$ cat src/rvIsaPkg.sv
`default_nettype none

package rvIsaPkg;

    localparam int xlen = 32;
    localparam int regCount = 32;

    typedef logic [xlen-1:0] word_t;              // data, address or instruction
    typedef logic [$clog2(regCount)-1:0] regAddr_t;
    typedef logic [6:0] opcode_t;
    typedef logic [2:0] funct3_t;
    typedef logic [3:0] aluOp_t;

    // opcodes of the kept instruction classes
    localparam opcode_t opRegReg = 7'b0110011;
    localparam opcode_t opRegImm = 7'b0010011;
    localparam opcode_t opStore  = 7'b0100011;

    // funct3 codes
    localparam funct3_t f3AddSub = 3'b000;
    localparam funct3_t f3Sll    = 3'b001;
    localparam funct3_t f3Slt    = 3'b010;
    localparam funct3_t f3Xor    = 3'b100;
    localparam funct3_t f3Shr    = 3'b101;        // srl/sra, bit 30 picks
    localparam funct3_t f3Or     = 3'b110;
    localparam funct3_t f3And    = 3'b111;
    localparam funct3_t f3Word   = 3'b010;        // sw width

    // alu operation codes
    localparam aluOp_t aluAnd = 4'b0000;
    localparam aluOp_t aluOr  = 4'b0001;
    localparam aluOp_t aluAdd = 4'b0010;
    localparam aluOp_t aluSll = 4'b0011;
    localparam aluOp_t aluSrl = 4'b0100;
    localparam aluOp_t aluSra = 4'b0101;
    localparam aluOp_t aluSub = 4'b0110;
    localparam aluOp_t aluSlt = 4'b0111;
    localparam aluOp_t aluXor = 4'b1000;

    // cache words travel with the byte order reversed
    function automatic word_t byteSwap(input word_t w);
        return {w[7:0], w[15:8], w[23:16], w[31:24]};
    endfunction

endpackage

`default_nettype wire

$ cat src/corePipePkg.sv
`default_nettype none

package corePipePkg;

    import rvIsaPkg::*;

    // where an execute operand comes from
    typedef logic [1:0] fwdSel_t;

    localparam fwdSel_t fwdRegFile   = 2'b00;
    localparam fwdSel_t fwdWriteback = 2'b01;
    localparam fwdSel_t fwdMemory    = 2'b10;

    localparam word_t resetPc = 32'h0000_0000;
    localparam word_t pcStep  = 32'd4;

endpackage

`default_nettype wire

$ cat src/aluUnit.sv
`timescale 1ns/1ns
`default_nettype none

module aluUnit
    import rvIsaPkg::*;
(
    input  word_t  opA,
    input  word_t  opB,
    input  aluOp_t aluOp,
    output word_t  result
);

    logic [4:0] shamt;
    logic       lessThan;

    assign shamt    = opB[4:0];
    assign lessThan = $signed(opA) < $signed(opB);   // signed compare for slt

    always_comb begin
        case (aluOp)
            aluAnd:  result = opA & opB;
            aluOr:   result = opA | opB;
            aluAdd:  result = opA + opB;
            aluSll:  result = opA << shamt;
            aluSrl:  result = opA >> shamt;
            aluSra:  result = word_t'($signed(opA) >>> shamt);
            aluSub:  result = opA - opB;
            aluSlt:  result = {{(xlen-1){1'b0}}, lessThan};
            aluXor:  result = opA ^ opB;
            default: result = '0;
        endcase
    end

endmodule

`default_nettype wire

$ cat src/executeStage.sv
`timescale 1ns/1ns
`default_nettype none

module executeStage
    import rvIsaPkg::*;
    import corePipePkg::*;
(
    input  logic     clk,
    input  logic     rst_n,
    input  regAddr_t rs1,
    input  regAddr_t rs2,
    input  regAddr_t rd,
    input  word_t    imm,
    input  aluOp_t   aluOp,
    input  logic     useImm,
    input  logic     regWrite,
    input  logic     storeOp,
    input  word_t    rdata1,
    input  word_t    rdata2,
    output logic     dcacheWen,
    output word_t    dcacheAddr,
    output word_t    dcacheWdata,
    output logic     wrEn,
    output regAddr_t wrAddr,
    output word_t    wrData
);

    // decode/execute
    logic     exRegWrite, exStoreOp, exUseImm;
    regAddr_t exRs1, exRs2, exRd;
    word_t    exImm, exRdata1, exRdata2;
    aluOp_t   exAluOp;

    // execute/memory
    logic     memRegWrite, memStoreOp;
    regAddr_t memRd;
    word_t    memResult, memStoreData;

    // memory/writeback
    logic     wbRegWrite;
    regAddr_t wbRd;
    word_t    wbResult;

    fwdSel_t  fwdSelA, fwdSelB;
    word_t    operandA, operandB, storeData, aluResult;

    // memory stage wins over writeback, x0 never forwarded
    function automatic fwdSel_t selectSource(input regAddr_t src, input logic memWr,
                                             input regAddr_t memDst, input logic wbWr,
                                             input regAddr_t wbDst);
        if (src == '0) return fwdRegFile;
        if (memWr && (memDst == src)) return fwdMemory;
        if (wbWr && (wbDst == src)) return fwdWriteback;
        return fwdRegFile;
    endfunction

    function automatic word_t pickOperand(input fwdSel_t sel, input word_t rf,
                                          input word_t memVal, input word_t wbVal);
        case (sel)
            fwdMemory:    return memVal;
            fwdWriteback: return wbVal;
            default:      return rf;
        endcase
    endfunction

    always_ff @(posedge clk) begin
        if (!rst_n) begin
            exRegWrite  <= 1'b0;
            exStoreOp   <= 1'b0;
            memRegWrite <= 1'b0;
            memStoreOp  <= 1'b0;
            wbRegWrite  <= 1'b0;
        end else begin
            exRegWrite  <= regWrite;
            exStoreOp   <= storeOp;
            memRegWrite <= exRegWrite;
            memStoreOp  <= exStoreOp;
            wbRegWrite  <= memRegWrite;
        end
    end

    // payload, no reset
    always_ff @(posedge clk) begin
        exRs1        <= rs1;
        exRs2        <= rs2;
        exRd         <= rd;
        exImm        <= imm;
        exAluOp      <= aluOp;
        exUseImm     <= useImm;
        exRdata1     <= rdata1;
        exRdata2     <= rdata2;
        memRd        <= exRd;
        memResult    <= aluResult;
        memStoreData <= storeData;
        wbRd         <= memRd;
        wbResult     <= memResult;
    end

    assign fwdSelA = selectSource(exRs1, memRegWrite, memRd, wbRegWrite, wbRd);
    assign fwdSelB = selectSource(exRs2, memRegWrite, memRd, wbRegWrite, wbRd);

    assign operandA  = pickOperand(fwdSelA, exRdata1, memResult, wbResult);
    assign storeData = pickOperand(fwdSelB, exRdata2, memResult, wbResult);
    assign operandB  = exUseImm ? exImm : storeData;

    aluUnit alu (
        .opA    (operandA),
        .opB    (operandB),
        .aluOp  (exAluOp),
        .result (aluResult)
    );

    // store port from the memory stage
    assign dcacheWen   = memStoreOp;
    assign dcacheAddr  = memResult;
    assign dcacheWdata = byteSwap(memStoreData);

    assign wrEn   = wbRegWrite;
    assign wrAddr = wbRd;
    assign wrData = wbResult;

endmodule

`default_nettype wire

$ cat src/fetchStage.sv
`timescale 1ns/1ns
`default_nettype none

module fetchStage
    import rvIsaPkg::*;
    import corePipePkg::*;
(
    input  logic  clk,
    input  logic  rst_n,
    input  logic  icacheStall,
    input  word_t icacheRdata,
    output word_t icacheAddr,
    output word_t decodeInstr,
    output logic  decodeValid
);

    word_t pc;

    assign icacheAddr = pc;

    // program counter, holds while the cache stalls
    always_ff @(posedge clk) begin
        if (!rst_n) begin
            pc <= resetPc;
        end else if (!icacheStall) begin
            pc <= pc + pcStep;
        end
    end

    // fetch/decode register
    always_ff @(posedge clk) begin
        if (!rst_n) begin
            decodeValid <= 1'b0;
        end else begin
            decodeValid <= !icacheStall;   // stalled cycle becomes a bubble
        end
    end

    always_ff @(posedge clk) begin
        if (!icacheStall) begin
            decodeInstr <= byteSwap(icacheRdata);
        end
    end

endmodule

`default_nettype wire

$ cat src/instrDecoder.sv
`timescale 1ns/1ns
`default_nettype none

module instrDecoder
    import rvIsaPkg::*;
(
    input  word_t    decodeInstr,
    input  logic     decodeValid,
    output regAddr_t rs1,
    output regAddr_t rs2,
    output regAddr_t rd,
    output word_t    imm,
    output aluOp_t   aluOp,
    output logic     useImm,
    output logic     regWrite,
    output logic     storeOp
);

    opcode_t opcode;
    funct3_t funct3;
    logic    altBit;
    logic    isRegReg;
    logic    isRegImm;
    logic    isStore;
    logic    funct3Known;
    aluOp_t  aluSel;
    word_t   immI;
    word_t   immS;

    // instruction fields
    assign opcode = decodeInstr[6:0];
    assign funct3 = decodeInstr[14:12];
    assign altBit = decodeInstr[30];         // funct7 bit, sub and sra
    assign rd     = decodeInstr[11:7];
    assign rs1    = decodeInstr[19:15];
    assign rs2    = decodeInstr[24:20];

    // sign-extended immediates
    assign immI = {{20{decodeInstr[31]}}, decodeInstr[31:20]};
    assign immS = {{20{decodeInstr[31]}}, decodeInstr[31:25], decodeInstr[11:7]};

    // instruction class, nothing for a bubble
    assign isRegReg = decodeValid && (opcode == opRegReg);
    assign isRegImm = decodeValid && (opcode == opRegImm);
    assign isStore  = decodeValid && (opcode == opStore) && (funct3 == f3Word);

    always_comb begin
        aluSel      = aluAdd;
        funct3Known = 1'b1;
        case (funct3)
            f3AddSub: aluSel = (isRegReg && altBit) ? aluSub : aluAdd;
            f3Sll:    aluSel = aluSll;
            f3Slt:    aluSel = aluSlt;
            f3Xor:    aluSel = aluXor;
            f3Shr:    aluSel = altBit ? aluSra : aluSrl;
            f3Or:     aluSel = aluOr;
            f3And:    aluSel = aluAnd;
            default: begin
                funct3Known = 1'b0;          // sltu is not supported
            end
        endcase
    end

    assign aluOp    = isStore ? aluAdd : aluSel;   // stores add base and offset
    assign imm      = isStore ? immS : immI;
    assign useImm   = isRegImm || isStore;
    assign regWrite = (isRegReg || isRegImm) && funct3Known;
    assign storeOp  = isStore;

endmodule

`default_nettype wire

$ cat src/regFile.sv
`timescale 1ns/1ns
`default_nettype none

module regFile
    import rvIsaPkg::*;
(
    input  logic     clk,
    input  logic     rst_n,
    input  regAddr_t rs1,
    input  regAddr_t rs2,
    output word_t    rdata1,
    output word_t    rdata2,
    input  logic     wrEn,
    input  regAddr_t wrAddr,
    input  word_t    wrData
);

    word_t regs [regCount];

    always_ff @(posedge clk) begin
        if (!rst_n) begin
            for (int i = 0; i < regCount; i++) begin
                regs[i] <= '0;
            end
        end else if (wrEn && (wrAddr != '0)) begin
            regs[wrAddr] <= wrData;
        end
    end

    // x0 reads zero, a same-cycle write is passed straight through
    assign rdata1 = (rs1 == '0) ? '0 :
                    (wrEn && (wrAddr == rs1)) ? wrData : regs[rs1];
    assign rdata2 = (rs2 == '0) ? '0 :
                    (wrEn && (wrAddr == rs2)) ? wrData : regs[rs2];

endmodule

`default_nettype wire

$ cat src/riscvCore.sv
`timescale 1ns/1ns
`default_nettype none

module riscvCore
    import rvIsaPkg::*;
(
    input  logic  clk,
    input  logic  rst_n,
    input  logic  icacheStall,
    input  word_t icacheRdata,
    output word_t icacheAddr,
    output logic  dcacheWen,
    output word_t dcacheAddr,
    output word_t dcacheWdata
);

    word_t    decodeInstr;
    logic     decodeValid;
    regAddr_t rs1, rs2, rd;
    word_t    imm;
    aluOp_t   aluOp;
    logic     useImm, regWrite, storeOp;
    word_t    rdata1, rdata2;
    logic     wrEn;
    regAddr_t wrAddr;
    word_t    wrData;

    fetchStage fetch (
        .clk         (clk),
        .rst_n       (rst_n),
        .icacheStall (icacheStall),
        .icacheRdata (icacheRdata),
        .icacheAddr  (icacheAddr),
        .decodeInstr (decodeInstr),
        .decodeValid (decodeValid)
    );

    instrDecoder decoder (
        .decodeInstr (decodeInstr),
        .decodeValid (decodeValid),
        .rs1         (rs1),
        .rs2         (rs2),
        .rd          (rd),
        .imm         (imm),
        .aluOp       (aluOp),
        .useImm      (useImm),
        .regWrite    (regWrite),
        .storeOp     (storeOp)
    );

    // reads in decode alongside the decoder
    regFile regs (
        .clk    (clk),
        .rst_n  (rst_n),
        .rs1    (rs1),
        .rs2    (rs2),
        .rdata1 (rdata1),
        .rdata2 (rdata2),
        .wrEn   (wrEn),
        .wrAddr (wrAddr),
        .wrData (wrData)
    );

    executeStage execute (
        .clk         (clk),
        .rst_n       (rst_n),
        .rs1         (rs1),
        .rs2         (rs2),
        .rd          (rd),
        .imm         (imm),
        .aluOp       (aluOp),
        .useImm      (useImm),
        .regWrite    (regWrite),
        .storeOp     (storeOp),
        .rdata1      (rdata1),
        .rdata2      (rdata2),
        .dcacheWen   (dcacheWen),
        .dcacheAddr  (dcacheAddr),
        .dcacheWdata (dcacheWdata),
        .wrEn        (wrEn),
        .wrAddr      (wrAddr),
        .wrData      (wrData)
    );

endmodule

`default_nettype wire

$ cat config.mk
export PLATFORM = sky130hd
export DESIGN_NAME = riscvCore
export DESIGN_NICKNAME = d
export VERILOG_FILES = /design/src/rvIsaPkg.sv /design/src/corePipePkg.sv /design/src/aluUnit.sv /design/src/executeStage.sv /design/src/fetchStage.sv /design/src/instrDecoder.sv /design/src/regFile.sv /design/src/riscvCore.sv
export SDC_FILE = /design/constraint.sdc
export NUM_CORES = 2
export LEC_CHECK = 0
export BUFFER_PORTS_ARGS = -buffer_cell sky130_fd_sc_hd__buf_2
export CAP_MARGIN = 20
export CORE_ASPECT_RATIO = 0.7
export CORE_MARGIN = 8
export CORE_UTILIZATION = 45
export CTS_CLUSTER_DIAMETER = 100
export DETAILED_ROUTE_END_ITERATION = 8
export MAX_ROUTING_LAYER = met4
export RECOVER_POWER = 100
export SLEW_MARGIN = 10
export SYNTH_ARGS = -nofsm -noshare
export SYNTH_HDL_FRONTEND = slang
export SYNTH_SLANG_ARGS = --single-unit
$ cat constraint.sdc
create_clock -name clk -period 15.88 [get_ports clk]
set_input_delay 3.176 -clock clk [delete_from_list [all_inputs] [get_ports clk]]
set_output_delay 3.176 -clock clk [all_outputs]
set_load 0.02 [all_outputs]
==> results.txt <==
* Result of the run: complete, but fails checks
- Violated checks: capacitance limit, slew limit
- The finished cells cover 79600 µm².
- In this run the cell area measured after placement is 75800 µm².
* Clock insertion delay at the later pin of the skew report: 800 ps
- The path with the worst hold slack has its endpoint at execute.memRd[1].
- The layout has 13763 filler cells.
- Across the VDD grid, the largest voltage drop is 122 µV.
* Number of buffers inserted during clock tree synthesis: 134
- The via count of the first global-routing pass is 47891.
- At the worst endpoint, the arrival time is 11420 ps.
- Share of final-layout standard cells stronger than drive strength 1: 19.7%
* RSZ-0062 raised after global routing: false
- The first global-routing pass estimated 373000 µm of wire.
- Critical path class: reg -> reg
- Post-synthesis cell type count: 83
* Post-Synthesis Cells: 5464
- The longest clock path from root to sink contains 3 buffers.
* Dpl cells: 7418
- Final min period: 10790 ps
- Number of nets at the end of the flow: 5582
- Leaving out filler cells and counting taps, the final layout contains 7676.
- Reg2Reg Depth: 7
- Global routing used 31.0% of the available tracks across all layers.
- By area the synthesized netlist is led by sky130_fd_sc_hd__edfxtp_1, sky130_fd_sc_hd__mux4_2, sky130_fd_sc_hd__and2_1.
- In this run the post-CTS setup repair buffer count came out at 0.
- STA classifies the critical path startpoint as a register.
* HPWL after detailed placement: 171000 µm
- Count leader, synth: sky130_fd_sc_hd__edfxtp_1
* Fin. max-slew vios: 2390
- Final setup violation count: 0
- Via/cell ratio: 6.51
- Hold crit path type: reg -> reg
- After synthesis, the share of flip-flops with an asynchronous set or reset is 0%.
* Die Width: 495 µm
- Counting instances, the worst hold path has a depth of 0.
- Among all flip-flop cells after synthesis, the most frequent one is sky130_fd_sc_hd__edfxtp_1.
- Setup slack of the most critical reg-to-reg path: 5090 ps
- Once layout is complete, the utilization of the core stands at 49.8%.
* Worst slew slack as a fraction of its limit: -519%
* Routability Congestion: 1.03
* Floorplan die height: 351 µm
- Detailed Route Iter0 Violations: 7795
- In the final routed layout, each cell accounts on average for 34.7 µm.
* Top cell type's share of synthesized area: 44.0%
- For the pin with the worst max-slew slack, the measured transition is 9290 ps.
* Number of nets with antenna violations after routing: 0
* Post-Route Skew: 30.4 ps
* DRC violation count after routing: 0
- Summing over every cut layer, the via total after detailed routing is 49985.
- The clock tree synthesis step divided the H-tree into 4 levels.
* Most frequent cells after synthesis: sky130_fd_sc_hd__edfxtp_1, sky130_fd_sc_hd__and2_1, sky130_fd_sc_hd__mux4_2
- For this run, the number of Yosys warnings is 0.
* Leak Pwr: 28.2 nW
* Number of flops mapped to enable cells by yosys: 1056
- Die area: 174000 µm²
* Post-Route Setup TNS: 0 ps
* Growth of design area from synthesis to finish: 10.4%
- R2R Path End: execute.exRdata2[18]
* Maximum number of pins on one net before global-route repair: 126
- Number of maximum-capacitance constraint violations: 81
- The number of hold buffers added after CTS was 0.
* Clock transition time at the flip-flop clock pins of the worst setup and hold paths: 60 ps
- Synthesized area per cell: 13.2 µm²
* Total gr overflow: 0
- Once the floorplan was initialized, standard cells occupied 45.1% of the core.
- Clock tree from TritonCTS: yes
- Power spread over the standard cell area amounts to 135 nW/µm².
- Row count: 123
- Final hold vios: 0
* Sequential fraction of the synthesis area: 50.8%
- Counting every sink on the clock net gives 1304.
- Number of register bits inferred by synthesis: 1304
* Required @ worst endpoint: 16510 ps
- Final worst path period share: 68.0%
* Placeable core area: 160000 µm²
- Achievable Freq: 92.7 MHz
* Total power after layout: 10.7 mW
- Detailed-route wire length: 266000 µm
- DR pass1 iterations: 6
* Critical path endpoint category: register
* Min-delay src: execute.exRd[1]
* Post_cts resized: 0
- Library cell occupying the most area in the post-synthesis netlist: sky130_fd_sc_hd__edfxtp_1
- Clock tree synthesis selected as its root buffer the cell sky130_fd_sc_hd__clkbuf_16.
- Num ports: 132
- Critical-path maximum fanout: 99
- During placement, the flow inserted port buffers numbering 129.
* Cell Area, Synth: 72100 µm²
- The number of antenna violations at the first check in global routing was 19.
[power breakdown]
| part | internal, mW | switching (mW) | total, mW |
|---|---|---|---|
| sequential | 3.95 | 0.330 | 4.28 |
| combinational | 1.04 | 2.16 | 3.21 |
| clock | 1.77 | 1.45 | 3.22 |
[flip-flops by register name (all words and copies together) (netlist names), 12 cells and up, named ones only]
name	flops
regs.regs	1024
execute.dcacheAddr	32
fetch.icacheAddr	30
fetch.decodeInstr	32
execute.exRdata2	32
execute.exImm	12
execute.wrData	32
execute.exRdata1	32
execute.memStoreData	32
[worst max path at each step]
stage                      start                      to  slack, ps  cells past startpoint
4_1_cts        execute.wrAddr[3]  execute.dcacheAddr[28]       8650                     21
3_3_place_gp   execute.wrAddr[3]  execute.dcacheAddr[28]       8700                     21
2_1_floorplan              rst_n        regs.regs[20][0]       9130                      5
6_report                register    execute.exRdata2[18]       5090                      7
5_1_grt                 register    execute.exRdata2[17]       3990                      7
3_5_place_dp   execute.wrAddr[3]  execute.dcacheAddr[23]       8710                     21
[critical path: stages, from the launching register on]
cell,delay (ps)
sky130_fd_sc_hd__dfxtp_4,870
sky130_fd_sc_hd__clkbuf_1,6410
sky130_fd_sc_hd__buf_12,370
sky130_fd_sc_hd__buf_4,780
sky130_fd_sc_hd__mux4_2,650
sky130_fd_sc_hd__mux4_2,540
sky130_fd_sc_hd__mux2i_1,330
sky130_fd_sc_hd__a211oi_1,120
[metrics by stage]
step                setup WS (ps)  hold WS (ps)
floorplan                    9130           310
global placement             8700           320
detailed placement           8710           313
CTS                          8650           328
global route                 3990           338
finish                       5090           331
[cell families after synthesis]
logic type	count (synthesis)	synth area share, %
buf+inv	652	3.47
flops	1304	50.8
xor+xnor	66	0.801
compound gates	755	6.94
mux	841	22.8
fa+ha+maj	105	1.84
other cells	1	0.00520
simple gates	1740	13.3
[final cells by class]
type / count / area (µm²) / share of cell area (%)
diodes: 7 / 17.5 / 0.0220
clock buffers: 171 / 3610 / 4.53
clock inverters: 67 / 727 / 0.913
inverters: 137 / 517 / 0.649
multi-input cells: 3541 / 33500 / 42.1
flip-flops and latches: 1304 / 36700 / 46.1
well taps: 2125 / 2660 / 3.34
repair buffers: 324 / 1870 / 2.34
[layout by cell type (no fill, tap or decap), types with 16 or more instances in the layout]
cell and instances:
sky130_fd_sc_hd__buf_2 24, sky130_fd_sc_hd__nor4_1 17, sky130_fd_sc_hd__nor2b_1 19, sky130_fd_sc_hd__mux4_2 641, sky130_fd_sc_hd__clkbuf_16 137, sky130_fd_sc_hd__clkinv_1 21
sky130_fd_sc_hd__a221oi_1 25, sky130_fd_sc_hd__dfxtp_1 238, sky130_fd_sc_hd__a211oi_1 94, sky130_fd_sc_hd__o21ai_0 166, sky130_fd_sc_hd__a31oi_1 20, sky130_fd_sc_hd__nand3_1 47
sky130_fd_sc_hd__a21oi_1 145, sky130_fd_sc_hd__ha_1 102, sky130_fd_sc_hd__edfxtp_1 1056, sky130_fd_sc_hd__o211ai_1 29, sky130_fd_sc_hd__mux2i_1 174, sky130_fd_sc_hd__nand2b_1 18
sky130_fd_sc_hd__nor3_1 39, sky130_fd_sc_hd__conb_1 34, sky130_fd_sc_hd__nor2_4 24, sky130_fd_sc_hd__clkbuf_1 206, sky130_fd_sc_hd__a22oi_1 76, sky130_fd_sc_hd__o22ai_1 20
sky130_fd_sc_hd__inv_1 132, sky130_fd_sc_hd__buf_4 104, sky130_fd_sc_hd__and2_0 440, sky130_fd_sc_hd__mux2_2 21, sky130_fd_sc_hd__and2_1 562, sky130_fd_sc_hd__or3_1 16
sky130_fd_sc_hd__xnor2_1 25, sky130_fd_sc_hd__nand2_1 215, sky130_fd_sc_hd__xor2_1 41, sky130_fd_sc_hd__nor2_1 267
[per-layer routing]
layer  share of wire [%]  track usage, %
met1                  43            46.4
met4                 2.5            7.42
met2                  41            41.1
met3                  13            9.37
met5                   0               -
(Power assumes the default switching activity.)
